===== src/source/alu_op_pkg.sv =====
//##########################################################################
// alu operation codes and branch codes sent by decode
// one-hot unit enable vector and branch condition select vector
//##########################################################################
package alu_op_pkg;

	localparam int ALU_OP_WIDTH  = 4;
	localparam int BR_OP_WIDTH   = 3;
	localparam int UNIT_NUM      = 10;	// one enable per execution unit
	localparam int BR_COND_WIDTH = 3;

	typedef logic [ALU_OP_WIDTH - 1 : 0]  alu_op_t;	// encoded alu operation
	typedef logic [BR_OP_WIDTH - 1 : 0]   branch_op_t;	// encoded branch type
	typedef logic [UNIT_NUM - 1 : 0]      unit_sel_t;	// one-hot unit enables
	typedef logic [BR_COND_WIDTH - 1 : 0] br_cond_t;	// eq, lt and invert selects

	localparam alu_op_t ALU_NONE = 4'd0;	// no unit active, result 0
	localparam alu_op_t ALU_ADD  = 4'd1;
	localparam alu_op_t ALU_SUB  = 4'd2;
	localparam alu_op_t ALU_SLT  = 4'd3;	// signed set less than
	localparam alu_op_t ALU_SLTU = 4'd4;	// unsigned set less than
	localparam alu_op_t ALU_AND  = 4'd5;
	localparam alu_op_t ALU_OR   = 4'd6;
	localparam alu_op_t ALU_XOR  = 4'd7;
	localparam alu_op_t ALU_SLL  = 4'd8;
	localparam alu_op_t ALU_SRL  = 4'd9;
	localparam alu_op_t ALU_SRA  = 4'd10;	// sign filled right shift

	localparam branch_op_t BR_NONE = 3'd0;	// not a branch
	localparam branch_op_t BR_BEQ  = 3'd1;
	localparam branch_op_t BR_BNE  = 3'd2;
	localparam branch_op_t BR_BLT  = 3'd3;
	localparam branch_op_t BR_BGE  = 3'd4;
	localparam branch_op_t BR_BLTU = 3'd5;
	localparam branch_op_t BR_BGEU = 3'd6;

	localparam int SEL_ADD  = 0;	// bit positions in unit_sel_t
	localparam int SEL_SUB  = 1;
	localparam int SEL_SLT  = 2;
	localparam int SEL_SLTU = 3;
	localparam int SEL_AND  = 4;
	localparam int SEL_OR   = 5;
	localparam int SEL_XOR  = 6;
	localparam int SEL_SLL  = 7;
	localparam int SEL_SRL  = 8;
	localparam int SEL_SRA  = 9;

	localparam int COND_EQ  = 0;	// taken on zero subtract result
	localparam int COND_LT  = 1;	// taken on compare bit
	localparam int COND_INV = 2;	// flips the condition for bne bge bgeu

endpackage


===== src/source/core_width_pkg.sv =====
//##########################################################################
// widths of the rv32 integer datapath
// data word, byte address, shift amount and destination index types
// plus the empty destination marker used by bubbles
//##########################################################################
package core_width_pkg;

	localparam int DATA_WIDTH  = 32;	// xlen of rv32
	localparam int ADDR_WIDTH  = 32;	// byte addressed memory
	localparam int SHAMT_WIDTH = 5;		// log2 of DATA_WIDTH
	localparam int RD_WIDTH    = 6;		// one bit above the 32 register indices

	typedef logic [DATA_WIDTH - 1 : 0]  data_t;	// operand or result word
	typedef logic [ADDR_WIDTH - 1 : 0]  addr_t;	// memory byte address
	typedef logic [SHAMT_WIDTH - 1 : 0] shamt_t;	// low bits of operand 2
	typedef logic [RD_WIDTH - 1 : 0]    rd_t;	// 0..31 name x0..x31

	// index 32 lies outside the register file so later stages never write it
	localparam rd_t RD_NONE = rd_t'(32);

endpackage


===== src/source/ex_decode.sv =====
//##########################################################################
// expands the alu code into one-hot unit enables
// a branch code takes over the compare unit and sets the condition selects
//##########################################################################
`timescale 1ns/100ps

module ex_decode
	import alu_op_pkg::*;
(
	input  alu_op_t    alu_op_i,	// encoded alu operation
	input  branch_op_t branch_op_i,	// encoded branch type
	output unit_sel_t  unit_sel_o,	// one-hot unit enables
	output br_cond_t   br_cond_o	// condition selects for the branch decision
);

	unit_sel_t alu_sel;	// enables from the alu code alone
	unit_sel_t br_sel;	// compare unit needed by the branch
	logic      br_eq;	// beq or bne
	logic      br_lt;	// blt or bge
	logic      br_ltu;	// bltu or bgeu
	logic      br_inv;	// negated form of the condition
	logic      is_branch;

	always_comb
	begin
		alu_sel = '0;
		case (alu_op_i)
			ALU_ADD:  alu_sel[SEL_ADD]  = 1'b1;
			ALU_SUB:  alu_sel[SEL_SUB]  = 1'b1;
			ALU_SLT:  alu_sel[SEL_SLT]  = 1'b1;
			ALU_SLTU: alu_sel[SEL_SLTU] = 1'b1;
			ALU_AND:  alu_sel[SEL_AND]  = 1'b1;
			ALU_OR:   alu_sel[SEL_OR]   = 1'b1;
			ALU_XOR:  alu_sel[SEL_XOR]  = 1'b1;
			ALU_SLL:  alu_sel[SEL_SLL]  = 1'b1;
			ALU_SRL:  alu_sel[SEL_SRL]  = 1'b1;
			ALU_SRA:  alu_sel[SEL_SRA]  = 1'b1;
			default:  alu_sel = '0;	// ALU_NONE and spare codes enable nothing
		endcase
	end

	assign br_eq     = (branch_op_i == BR_BEQ)  | (branch_op_i == BR_BNE);
	assign br_lt     = (branch_op_i == BR_BLT)  | (branch_op_i == BR_BGE);
	assign br_ltu    = (branch_op_i == BR_BLTU) | (branch_op_i == BR_BGEU);
	assign br_inv    = (branch_op_i == BR_BNE) | (branch_op_i == BR_BGE) |
			   (branch_op_i == BR_BGEU);
	assign is_branch = br_eq | br_lt | br_ltu;	// spare branch codes fall back to alu

	// branches reuse the alu compare hardware
	always_comb
	begin
		br_sel           = '0;
		br_sel[SEL_SUB]  = br_eq;	// equality from a zero difference
		br_sel[SEL_SLT]  = br_lt;
		br_sel[SEL_SLTU] = br_ltu;
	end

	assign unit_sel_o = is_branch ? br_sel : alu_sel;	// branch wins over alu code

	always_comb
	begin
		br_cond_o           = '0;
		br_cond_o[COND_EQ]  = br_eq;
		br_cond_o[COND_LT]  = br_lt | br_ltu;	// signedness lives in the unit choice
		br_cond_o[COND_INV] = br_inv;
	end

endmodule


===== src/source/ex_execute.sv =====
//##########################################################################
// execution units with operand gating and an or-combined result
// operand 2 bypass for lui and jumps
// branch decision from the subtract and compare results
//##########################################################################
`timescale 1ns/100ps

module ex_execute
	import core_width_pkg::*;
	import alu_op_pkg::*;
(
	input  data_t     src_data1_i,	// operand 1
	input  data_t     src_data2_i,	// operand 2 or immediate
	input  unit_sel_t unit_sel_i,	// one-hot unit enables
	input  br_cond_t  br_cond_i,	// branch condition selects
	input  logic      only_src2_used_i,	// lui and jumps pass operand 2
	output data_t     alu_result_o,	// result at EX, also forwarded
	output logic      branch_taken_o	// branch condition met
);

	logic  use_adder;	// add and sub share one adder
	data_t adder_src1;
	data_t adder_src2;
	data_t adder_result;
	data_t slt_src1;
	data_t slt_src2;
	logic  slt_bit;		// signed less than
	data_t sltu_src1;
	data_t sltu_src2;
	logic  sltu_bit;	// unsigned less than
	data_t and_result;
	data_t or_result;
	data_t xor_result;
	shamt_t shamt;		// only the low 5 bits of operand 2 count
	data_t sll_src;
	data_t srl_src;
	data_t sra_src;
	logic signed [DATA_WIDTH - 1 : 0] sra_shifted;	// signed so >>> fills with the sign
	data_t alu_result;
	logic  sub_zero;
	logic  cond_true;

	assign use_adder    = unit_sel_i[SEL_ADD] | unit_sel_i[SEL_SUB];
	assign adder_src1   = use_adder ? src_data1_i : '0;
	assign adder_src2   = unit_sel_i[SEL_ADD] ? src_data2_i :
			      (unit_sel_i[SEL_SUB] ? (~src_data2_i + data_t'(1)) : '0);	// two's negate
	assign adder_result = adder_src1 + adder_src2;

	assign slt_src1  = unit_sel_i[SEL_SLT] ? src_data1_i : '0;
	assign slt_src2  = unit_sel_i[SEL_SLT] ? src_data2_i : '0;
	assign slt_bit   = $signed(slt_src1) < $signed(slt_src2);
	assign sltu_src1 = unit_sel_i[SEL_SLTU] ? src_data1_i : '0;
	assign sltu_src2 = unit_sel_i[SEL_SLTU] ? src_data2_i : '0;
	assign sltu_bit  = sltu_src1 < sltu_src2;

	assign and_result = unit_sel_i[SEL_AND] ? (src_data1_i & src_data2_i) : '0;
	assign or_result  = unit_sel_i[SEL_OR]  ? (src_data1_i | src_data2_i) : '0;
	assign xor_result = unit_sel_i[SEL_XOR] ? (src_data1_i ^ src_data2_i) : '0;

	assign shamt       = src_data2_i[SHAMT_WIDTH - 1 : 0];
	assign sll_src     = unit_sel_i[SEL_SLL] ? src_data1_i : '0;	// zero in gives zero out
	assign srl_src     = unit_sel_i[SEL_SRL] ? src_data1_i : '0;
	assign sra_src     = unit_sel_i[SEL_SRA] ? src_data1_i : '0;
	assign sra_shifted = $signed(sra_src) >>> shamt;

	// idle units sit at zero so a plain or merges them
	assign alu_result = adder_result | data_t'(slt_bit) | data_t'(sltu_bit) |
			    and_result | or_result | xor_result |
			    (sll_src << shamt) | (srl_src >> shamt) | data_t'(sra_shifted);

	assign alu_result_o = only_src2_used_i ? src_data2_i : alu_result;	// lui and jal bypass

	assign sub_zero  = unit_sel_i[SEL_SUB] & ~(|adder_result);	// rs1 equals rs2
	assign cond_true = (br_cond_i[COND_EQ] & sub_zero) |
			   (br_cond_i[COND_LT] & (slt_bit | sltu_bit));
	assign branch_taken_o = cond_true ^ br_cond_i[COND_INV];	// selects are 0 off branch

endmodule


===== src/source/ex_result.sv =====
//##########################################################################
// EX to MEM pipeline register with bubble insertion
// holds under back-pressure and derives the memory address
//##########################################################################
`timescale 1ns/100ps

module ex_result
	import core_width_pkg::*;
(
	input  logic  cpu_clk,		// cpu clock
	input  logic  cpu_rstn,		// cpu reset, active low
	input  logic  dec_valid_i,	// decode holds an instruction
	input  logic  mem_ready_i,	// mem stage takes an entry
	input  data_t alu_result_i,	// result at EX
	input  rd_t   rd_i,		// destination at EX
	input  logic  load_i,
	input  logic  store_i,
	input  logic  mem_h_i,		// halfword access
	input  logic  mem_b_i,		// byte access
	input  logic  mem_u_i,		// unsigned load extension
	input  data_t store_data_i,
	output logic  ex_ready_o,	// stage can take the decode entry
	output logic  ex_valid_o,	// entry at MEM holds an instruction
	output data_t alu_result_mem_o,
	output rd_t   rd_mem_o,
	output logic  load_mem_o,
	output logic  store_mem_o,
	output logic  mem_h_mem_o,
	output logic  mem_b_mem_o,
	output logic  mem_u_mem_o,
	output data_t store_data_mem_o,
	output addr_t mem_addr_mem_o	// byte address for loads and stores
);

	assign ex_ready_o = mem_ready_i;	// nothing in EX can stall

	always_ff @(posedge cpu_clk or negedge cpu_rstn)
	begin
		if (!cpu_rstn)
		begin
			ex_valid_o       <= 1'b0;
			alu_result_mem_o <= '0;
			rd_mem_o         <= RD_NONE;
			load_mem_o       <= 1'b0;
			store_mem_o      <= 1'b0;
			mem_h_mem_o      <= 1'b0;
			mem_b_mem_o      <= 1'b0;
			mem_u_mem_o      <= 1'b0;
			store_data_mem_o <= '0;
		end
		else if (mem_ready_i)	// hold everything while mem stalls
		begin
			ex_valid_o <= dec_valid_i;
			if (!dec_valid_i)
			begin
				alu_result_mem_o <= '0;	// bubble
				rd_mem_o         <= RD_NONE;	// no writeback
				load_mem_o       <= 1'b0;
				store_mem_o      <= 1'b0;
				mem_h_mem_o      <= 1'b0;
				mem_b_mem_o      <= 1'b0;
				mem_u_mem_o      <= 1'b0;
				store_data_mem_o <= '0;
			end
			else
			begin
				alu_result_mem_o <= alu_result_i;
				rd_mem_o         <= rd_i;
				load_mem_o       <= load_i;
				store_mem_o      <= store_i;
				mem_h_mem_o      <= mem_h_i;
				mem_b_mem_o      <= mem_b_i;
				mem_u_mem_o      <= mem_u_i;
				store_data_mem_o <= store_data_i;
			end
		end
	end

	// the adder result is the effective address for memory instructions
	assign mem_addr_mem_o = (load_mem_o | store_mem_o) ? addr_t'(alu_result_mem_o) : '0;

endmodule


===== src/source/ex_stage.sv =====
//##########################################################################
// execute stage top level
// op decode, execution units and the EX to MEM register
//##########################################################################
`timescale 1ns/100ps

module ex_stage
	import core_width_pkg::*;
	import alu_op_pkg::*;
(
	input  logic       cpu_clk,		// cpu clock
	input  logic       cpu_rstn,		// cpu reset, active low
	input  logic       dec_valid_i,	// decode holds an instruction
	output logic       ex_ready_o,		// EX takes the decode entry
	input  data_t      src_data1_i,
	input  data_t      src_data2_i,
	input  alu_op_t    alu_op_i,
	input  branch_op_t branch_op_i,
	input  logic       only_src2_used_i,	// lui and jumps
	input  rd_t        rd_i,
	input  logic       load_i,
	input  logic       store_i,
	input  logic       mem_h_i,
	input  logic       mem_b_i,
	input  logic       mem_u_i,
	input  data_t      store_data_i,
	output data_t      alu_result_ex_o,	// forwarded to decode
	output logic       branch_taken_o,
	input  logic       mem_ready_i,
	output logic       ex_valid_o,
	output data_t      alu_result_mem_o,
	output rd_t        rd_mem_o,
	output logic       load_mem_o,
	output logic       store_mem_o,
	output logic       mem_h_mem_o,
	output logic       mem_b_mem_o,
	output logic       mem_u_mem_o,
	output data_t      store_data_mem_o,
	output addr_t      mem_addr_mem_o
);

	unit_sel_t unit_sel;	// one-hot unit enables
	br_cond_t  br_cond;	// branch condition selects

	ex_decode u_decode (
		.alu_op_i    (alu_op_i),
		.branch_op_i (branch_op_i),
		.unit_sel_o  (unit_sel),
		.br_cond_o   (br_cond)
	);

	ex_execute u_execute (
		.src_data1_i      (src_data1_i),
		.src_data2_i      (src_data2_i),
		.unit_sel_i       (unit_sel),
		.br_cond_i        (br_cond),
		.only_src2_used_i (only_src2_used_i),
		.alu_result_o     (alu_result_ex_o),
		.branch_taken_o   (branch_taken_o)
	);

	ex_result u_result (
		.cpu_clk          (cpu_clk),
		.cpu_rstn         (cpu_rstn),
		.dec_valid_i      (dec_valid_i),
		.mem_ready_i      (mem_ready_i),
		.alu_result_i     (alu_result_ex_o),	// registered as seen at EX
		.rd_i             (rd_i),
		.load_i           (load_i),
		.store_i          (store_i),
		.mem_h_i          (mem_h_i),
		.mem_b_i          (mem_b_i),
		.mem_u_i          (mem_u_i),
		.store_data_i     (store_data_i),
		.ex_ready_o       (ex_ready_o),
		.ex_valid_o       (ex_valid_o),
		.alu_result_mem_o (alu_result_mem_o),
		.rd_mem_o         (rd_mem_o),
		.load_mem_o       (load_mem_o),
		.store_mem_o      (store_mem_o),
		.mem_h_mem_o      (mem_h_mem_o),
		.mem_b_mem_o      (mem_b_mem_o),
		.mem_u_mem_o      (mem_u_mem_o),
		.store_data_mem_o (store_data_mem_o),
		.mem_addr_mem_o   (mem_addr_mem_o)
	);

endmodule


===== config.mk =====
export PLATFORM = sky130hd
export DESIGN_NAME = ex_stage
export DESIGN_NICKNAME = d
export VERILOG_FILES = /design/src/source/alu_op_pkg.sv /design/src/source/core_width_pkg.sv /design/src/source/ex_decode.sv /design/src/source/ex_execute.sv /design/src/source/ex_result.sv /design/src/source/ex_stage.sv
export SDC_FILE = /design/constraint.sdc
export NUM_CORES = 1
export LEC_CHECK = 0
export ABC_AREA = 0
export BUFFER_PORTS_ARGS = -buffer_cell sky130_fd_sc_hd__buf_2
export CORE_UTILIZATION = 30
export DETAILED_ROUTE_END_ITERATION = 8
export PLACE_DENSITY_LB_ADDON = 0.3
export SLEW_MARGIN = 20
export SYNTH_ARGS = -nofsm -noshare
export SYNTH_HDL_FRONTEND = slang
export SYNTH_SLANG_ARGS = --single-unit

===== constraint.sdc =====
create_clock -name cpu_clk -period 8.6 [get_ports cpu_clk]
set_clock_uncertainty 0.2 [all_clocks]
set_input_delay 1.72 -clock cpu_clk [delete_from_list [all_inputs] [get_ports cpu_clk]]
set_output_delay 1.72 -clock cpu_clk [all_outputs]
set_load 0.01 [all_outputs]

### After elaboration in Yosys (flattened, before gate mapping)

Cells that the tools add are included.

| operators by class | value |
|---|---|
| add/sub/neg operators | 2 |
| $lt $le $gt $ge | 2 |
| eq/ne operators | 16 |
| shifts and indexed selects | 3 |
| multiplexer cells | 34 |
| bitwise logic cells | 29 |
| reductions and logical operators | 1 |

Operators by type and width:

| kind | count |
|---|---|
| 32-bit 2-to-1 mux | 17 |
| 32-bit OR | 7 |
| 32-bit < comparator | 2 |
| 32-bit by 1-bit OR with 32-bit output | 2 |
| 32-bit by 1-bit adder with 32-bit output, second input constant | 1 |
| 32-bit adder | 1 |
| 32-bit bitwise AND | 1 |
| 32-bit NOT | 1 |
| 32-bit OR reduction | 1 |
| 32-bit by 5-bit left shift with 32-bit output | 1 |
| 32-bit by 5-bit right shift with 32-bit output | 1 |
| 32-bit by 5-bit >>> shifter with 32-bit output | 1 |
| 32-bit bitwise XOR | 1 |
| 4-bit by 3-bit == test with 1-bit output, second input constant | 4 |
| 1-bit 2-to-1 mux | 15 |
| 4-bit == test, second input constant | 3 |
| 1-bit OR | 12 |
| 10-bit 2-to-1 mux | 1 |
| 3-bit == test, second input constant | 3 |
| 4-bit by 2-bit == test with 1-bit output, second input constant | 2 |
| 3-bit by 2-bit == test with 1-bit output, second input constant | 2 |
| 6-bit 2-to-1 mux | 1 |
| 4-bit by 1-bit == test with 1-bit output, second input constant | 1 |
| 1-bit bitwise AND | 3 |
| other kinds (3) | 3 |

| word-level totals | value |
|---|---|
| register bits | 76 |
| input port bits | 119 |
| output and inout bits | 142 |
| logic and storage cells | 96 |

### Depth between registers and ports, before layout

| logic depth | value |
|---|---|
| word-level depth | 18 |
| mapped depth | 25 |
| mapped depth without buffers | 22 |

### Hierarchy

Synthesis repeated with hierarchy kept, for this count alone.

| second synthesis, totals | value |
|---|---|
| cells, all modules | 1975 |
| area, all modules | 13988.4 um2 |

Modules (own cells, without submodules):

| module | instances | cells an instance | area each (um2) | sequential area each (um2) |
|---|---|---|---|---|
| ex_execute | 1 | 1576 | 10443.8 | 0.0 |
| ex_result | 1 | 364 | 3309.4 | 1903.1 |
| ex_decode | 1 | 35 | 235.2 | 0.0 |

### Worst setup path before layout

OpenSTA, ideal clock, no wires.

| timing | value |
|---|---|
| path kind | input to output |
| start | input src_data2_i[1] |
| end | output branch_taken_o |
| arrival | 7382 ps |
| data required time | 6680 ps |
| path slack | -702 ps |
| stages | 22 |
| buffers on the path | 3 |
| cell sequence | clkbuf_1 -> inv_2 -> buf_1 -> clkbuf_1 -> ha_1 -> nor3b_1 -> nand3_1 -> nand4b_1 -> or3_1 -> o311ai_0 -> nand2_1 -> ha_1 -> a21o_1 -> a211o_1 -> o221a_4 -> mux2_4 -> or4b_4 -> nor2_1 -> or4b_1 -> and4b_1 -> a21oi_1 -> nor3_2 |

| between the ends | value |
|---|---|
| word-level cells in the longest chain between the ends | 11 |
| elaborated cells on any way between the ends | 17 |
| classes of those cells | add/sub: 2; order compare: 2; mux: 4; bitwise: 8; reduce/logical: 1 |

RTL lines:

| element | RTL line | source |
|---|---|---|
| start: declaration | ex_stage.sv:16 | `input data_t src_data2_i,` |
| 32-bit NOT | ex_execute.sv:46 | `(unit_sel_i[SEL_SUB] ? (~src_data2_i + data_t'(1)) : '0);` |
| 32-bit by 1-bit adder with 32-bit output | ex_execute.sv:46 |  |
| 32-bit 2-to-1 mux | ex_execute.sv:46 |  |
| 32-bit 2-to-1 mux | ex_execute.sv:45 | `assign adder_src2 = unit_sel_i[SEL_ADD] ? src_data2_i :` |
| 32-bit adder | ex_execute.sv:47 | `assign adder_result = adder_src1 + adder_src2;` |
| 32-bit OR reduction | ex_execute.sv:73 | `assign sub_zero = unit_sel_i[SEL_SUB] & ~(\|adder_result);` |
| 1-bit NOT | ex_execute.sv:73 |  |
| 1-bit bitwise AND | ex_execute.sv:73 |  |
| 1-bit bitwise AND | ex_execute.sv:74 | `assign cond_true = (br_cond_i[COND_EQ] & sub_zero) \|` |
| 1-bit OR (*) | ex_execute.sv:74 |  |
| 1-bit bitwise XOR (*) | ex_execute.sv:76 | `assign branch_taken_o = cond_true ^ br_cond_i[COND_INV];` |
| end: declaration | ex_stage.sv:28 | `output logic branch_taken_o,` |

Mark *: on every way between the ends. The rest lies on a longest branch, timed or not.

### Final worst setup path

| timing | value |
|---|---|
| start | input src_data2_i[0] |
| end | output branch_taken_o |

The elaborated chain is that of the path after synthesis.

==> flow_summary.json <==
{
  "outcome": "completed",
  "period_needed_ps": 8510,
  "dieArea_um2": 47600,
  "ys.flop_type": "dfrtp_1",
  "ir_drop_uv": 127,
  "netlist_instances": 2041,
  "synthDistinctLibCells": 94,
  "synthesis.area_um2": 14000,
  "grt_antenna_before_repair": 0,
  "place_ws_ps": 63.3,
  "yosys.area.top_type_share": 0.141,
  "crit_family": "simple AND/OR/NAND/NOR gates",
  "gp_congestion": 1.06,
  "hold_class": "reg2reg",
  "synth-warning-count": 0,
  "worstMarginPinSlew_ps": 1170,
  "ys_seq_area_frac": 0.136,
  "nets": 2624,
  "synth_top_cells_by_area": "ha_1 (14%), dfrtp_1 (13%), o21ai_0 (7.2%), nor2_1 (5.8%), nand2_1 (5.4%)",
  "synth-edff-count": 0,
  "relSlewSlack": 0.208,
  "routed_wl_um": 72400,
  "yosys.area.top_type": "ha_1",
  "core_area_um2": 45800,
  "placementRows": 78,
  "cts_hold_buf": 0,
  "fin_area_um2": 17600,
  "final_cells": 2951,
  "grt_max_degree": 100,
  "finalSetupViolations": 0,
  "vias_per_cell": 5.89,
  "grtUsageTotal": 0.294,
  "dieWidth_um": 218,
  "async_reset_ff_frac": 1.00,
  "crit_path_start_kind": "primary input",
  "die_y_um": 218,
  "via_count": 17400,
  "num_antenna_cells": 0,
  "dr.pass1.iters": 7,
  "io_pins": 261,
  "crit_fanout": 4,
  "dp_cells": 2925,
  "drc": 0,
  "synth-seq-cells": 76,
  "crit_type": "in2out",
  "post-dp-hpwl_um": 58100,
  "tritoncts": "done",
  "clock_latency_ps": 330,
  "p_leak_uw": 0.00834,
  "period_share": 0.990,
  "clock_path_buffers": 2,
  "power.density_nw_per_um2": 103,
  "crit_buf_inv": 6,
  "cts_made_buffers": 9,
  "grt_overflow": 0,
  "initial_core_util": 0.306,
  "crit_arrival_ps": 6590,
  "avgSynthCellArea_um2": 6.87,
  "slew_violations": 0,
  "cpMaxStageDelayCell": "or4_4",
  "max_freq_mhz": 117,
  "drive_gt1_frac": 0.253,
  "syn_nets": 2319,
  "max_stage_delay_ps": 530,
  "cp.required_ps": 6680,
  "cts.clk_slew.worst_paths_ps": 60,
  "final_antenna_net_count": 0,
  "cts_root_buf": "clkbuf_16",
  "wire_per_inst_um": 24.5,
  "cp-end-kind": "primary output",
  "cts_num_sinks": 76,
  "port-buffer-count": 260,
  "cts-htree-levels": 3,
  "grt_pass1_wl_um": 105000,
  "place_area_um2": 16900,
  "setup_slack_ps": 86.2,
  "grt_pass1_vias": 16300,
  "hold_viol_final": 0,
  "cap_violations": 0,
  "area_growth_pct": 25.6,
  "drtIter0Drc": 2100
}
[kinds of logic after synthesis]
| logic type | synth area share |
|---|---|
| buffers and inverters | 0.0796 |
| AOI/OAI and AO/OA | 0.294 |
| xor gates and xnor gates | 0.0156 |
| DFF | 0.136 |
| and+or+nand+nor | 0.265 |
| adders and majority gates | 0.142 |
| muxes | 0.0679 |
[cells in the final DEF (no fill, tap or decap), types with 8 or more instances in the layout]
cell type and count:
buf_4 183, nand2_1 200, a2111oi_0 8, nand4_1 22, xnor2_1 11, dfrtp_1 75, inv_1 133, nor2_1 214
clkbuf_16 9, a221o_1 8, a211oi_1 46, a221oi_1 9, a22o_1 24, nand2b_1 19, ha_1 155, and3_1 9
o21a_1 10, nand3_1 62, mux2_2 40, buf_2 258, o21ai_0 193, nor4_1 14, a21oi_1 135, nor2b_1 36
o211ai_1 20, a21o_1 29, a31oi_1 13, and2_1 74, or3_1 17, xor2_1 10, nor3_1 35, o21bai_1 9
o21ai_1 17, a22oi_1 8, o22ai_1 11, mux2i_1 35, o32ai_1 10
[stage by stage]
| stage | TNS, ps | util | total power (µW) | hold slack, ps |
|---|---|---|---|---|
| 6_report | 0 | 0.385 | 1820 | 286 |
| 5_1_grt | -91.3 | 0.385 | 1920 | 312 |
| 4_1_cts | 0 | 0.376 | 1790 | 280 |
| 3_5_place_dp | 0 | 0.369 | 1360 | 267 |
| 3_3_place_gp | 0 | 0.369 | 1350 | 263 |
| 2_1_floorplan | 0 | - | 942 | 291 |
[repair_timing]
| action | in CTS | in global routing |
|---|---|---|
| gates resized for setup | 1 | 73 |
| setup buffers | 0 | 10 |
| setup endpoints to repair | 1 | 5 |
| pin swaps | 0 | 25 |
[metal layers]
layer  wire (µm)  track usage  part of all wire  vias to the layer above
li1            -            -                 -                     7961
met1       30100        0.382              0.41                     8270
met2       30700        0.447              0.42                      966
met3        6760       0.0565             0.093                      186
met4        4870        0.180             0.067                        0
met5           0            0                 0                        -
[state kept, by name (all words and copies together), names as in the netlist]
| register | cells |
|---|---|
| u_result.store_data_mem_o | 32 |
| u_result.ex_valid_o | 1 |
| u_result.store_mem_o | 1 |
| u_result.mem_b_mem_o | 1 |
| u_result.mem_h_mem_o | 1 |
| u_result.mem_u_mem_o | 1 |
| u_result.load_mem_o | 1 |
| u_result.alu_result_mem_o | 32 |
| u_result.rd_mem_o | 6 |
[report_power, final]
part,switching [µW],internal (µW)
logic,620,372
registers,21.0,390
clock network,154,259
total,795,1020
[final timing paths]
check	start	endpoint	cells after the start	slack (ps)
min in group asynchronous	cpu_rstn	u_result.rd_mem_o[0]	1	1290
setup reg to reg	u_result.alu_result_mem_o[25]	u_result.alu_result_mem_o[25]	2	7480
max in group asynchronous	cpu_rstn	u_result.alu_result_mem_o[19]	1	6250
setup / recovery	src_data2_i[0]	branch_taken_o	26	90
hold reg to reg	u_result.ex_valid_o	u_result.ex_valid_o	1	290
hold / removal	u_result.ex_valid_o	u_result.ex_valid_o	1	290
[area by class of cell]
cell class | count | area [µm²]
multi-input combinational | 1675 | 11400
sequential | 76 | 1900
timing repair buffer | 446 | 2740
clock inverter | 7 | 105
inverter | 138 | 520
fill | 4846 | 28200
tap | 600 | 751
clock buffer | 9 | 225
[synth_stat cells, drive strengths merged (9+ instances only)]
master     n
o21bai     9
nor3      42
a2111oi   10
nand4     22
xor2      11
inv      135
o32ai     10
nand2    202
o211ai    20
a21o      29
dfrtp     75
nor2b     36
mux2i     35
and2      75
o21ai    211
or3       20
nor4      18
xnor2     14
a22o      24
nor2     217
a31oi     15
or2       10
nand2b    20
mux2      41
and3      10
a21oi    143
buf       29
o22ai     11
o21a      11
clkbuf   123
a211oi    51
a221oi     9
nand3     64
ha       158
(Power assumes the default switching activity.)
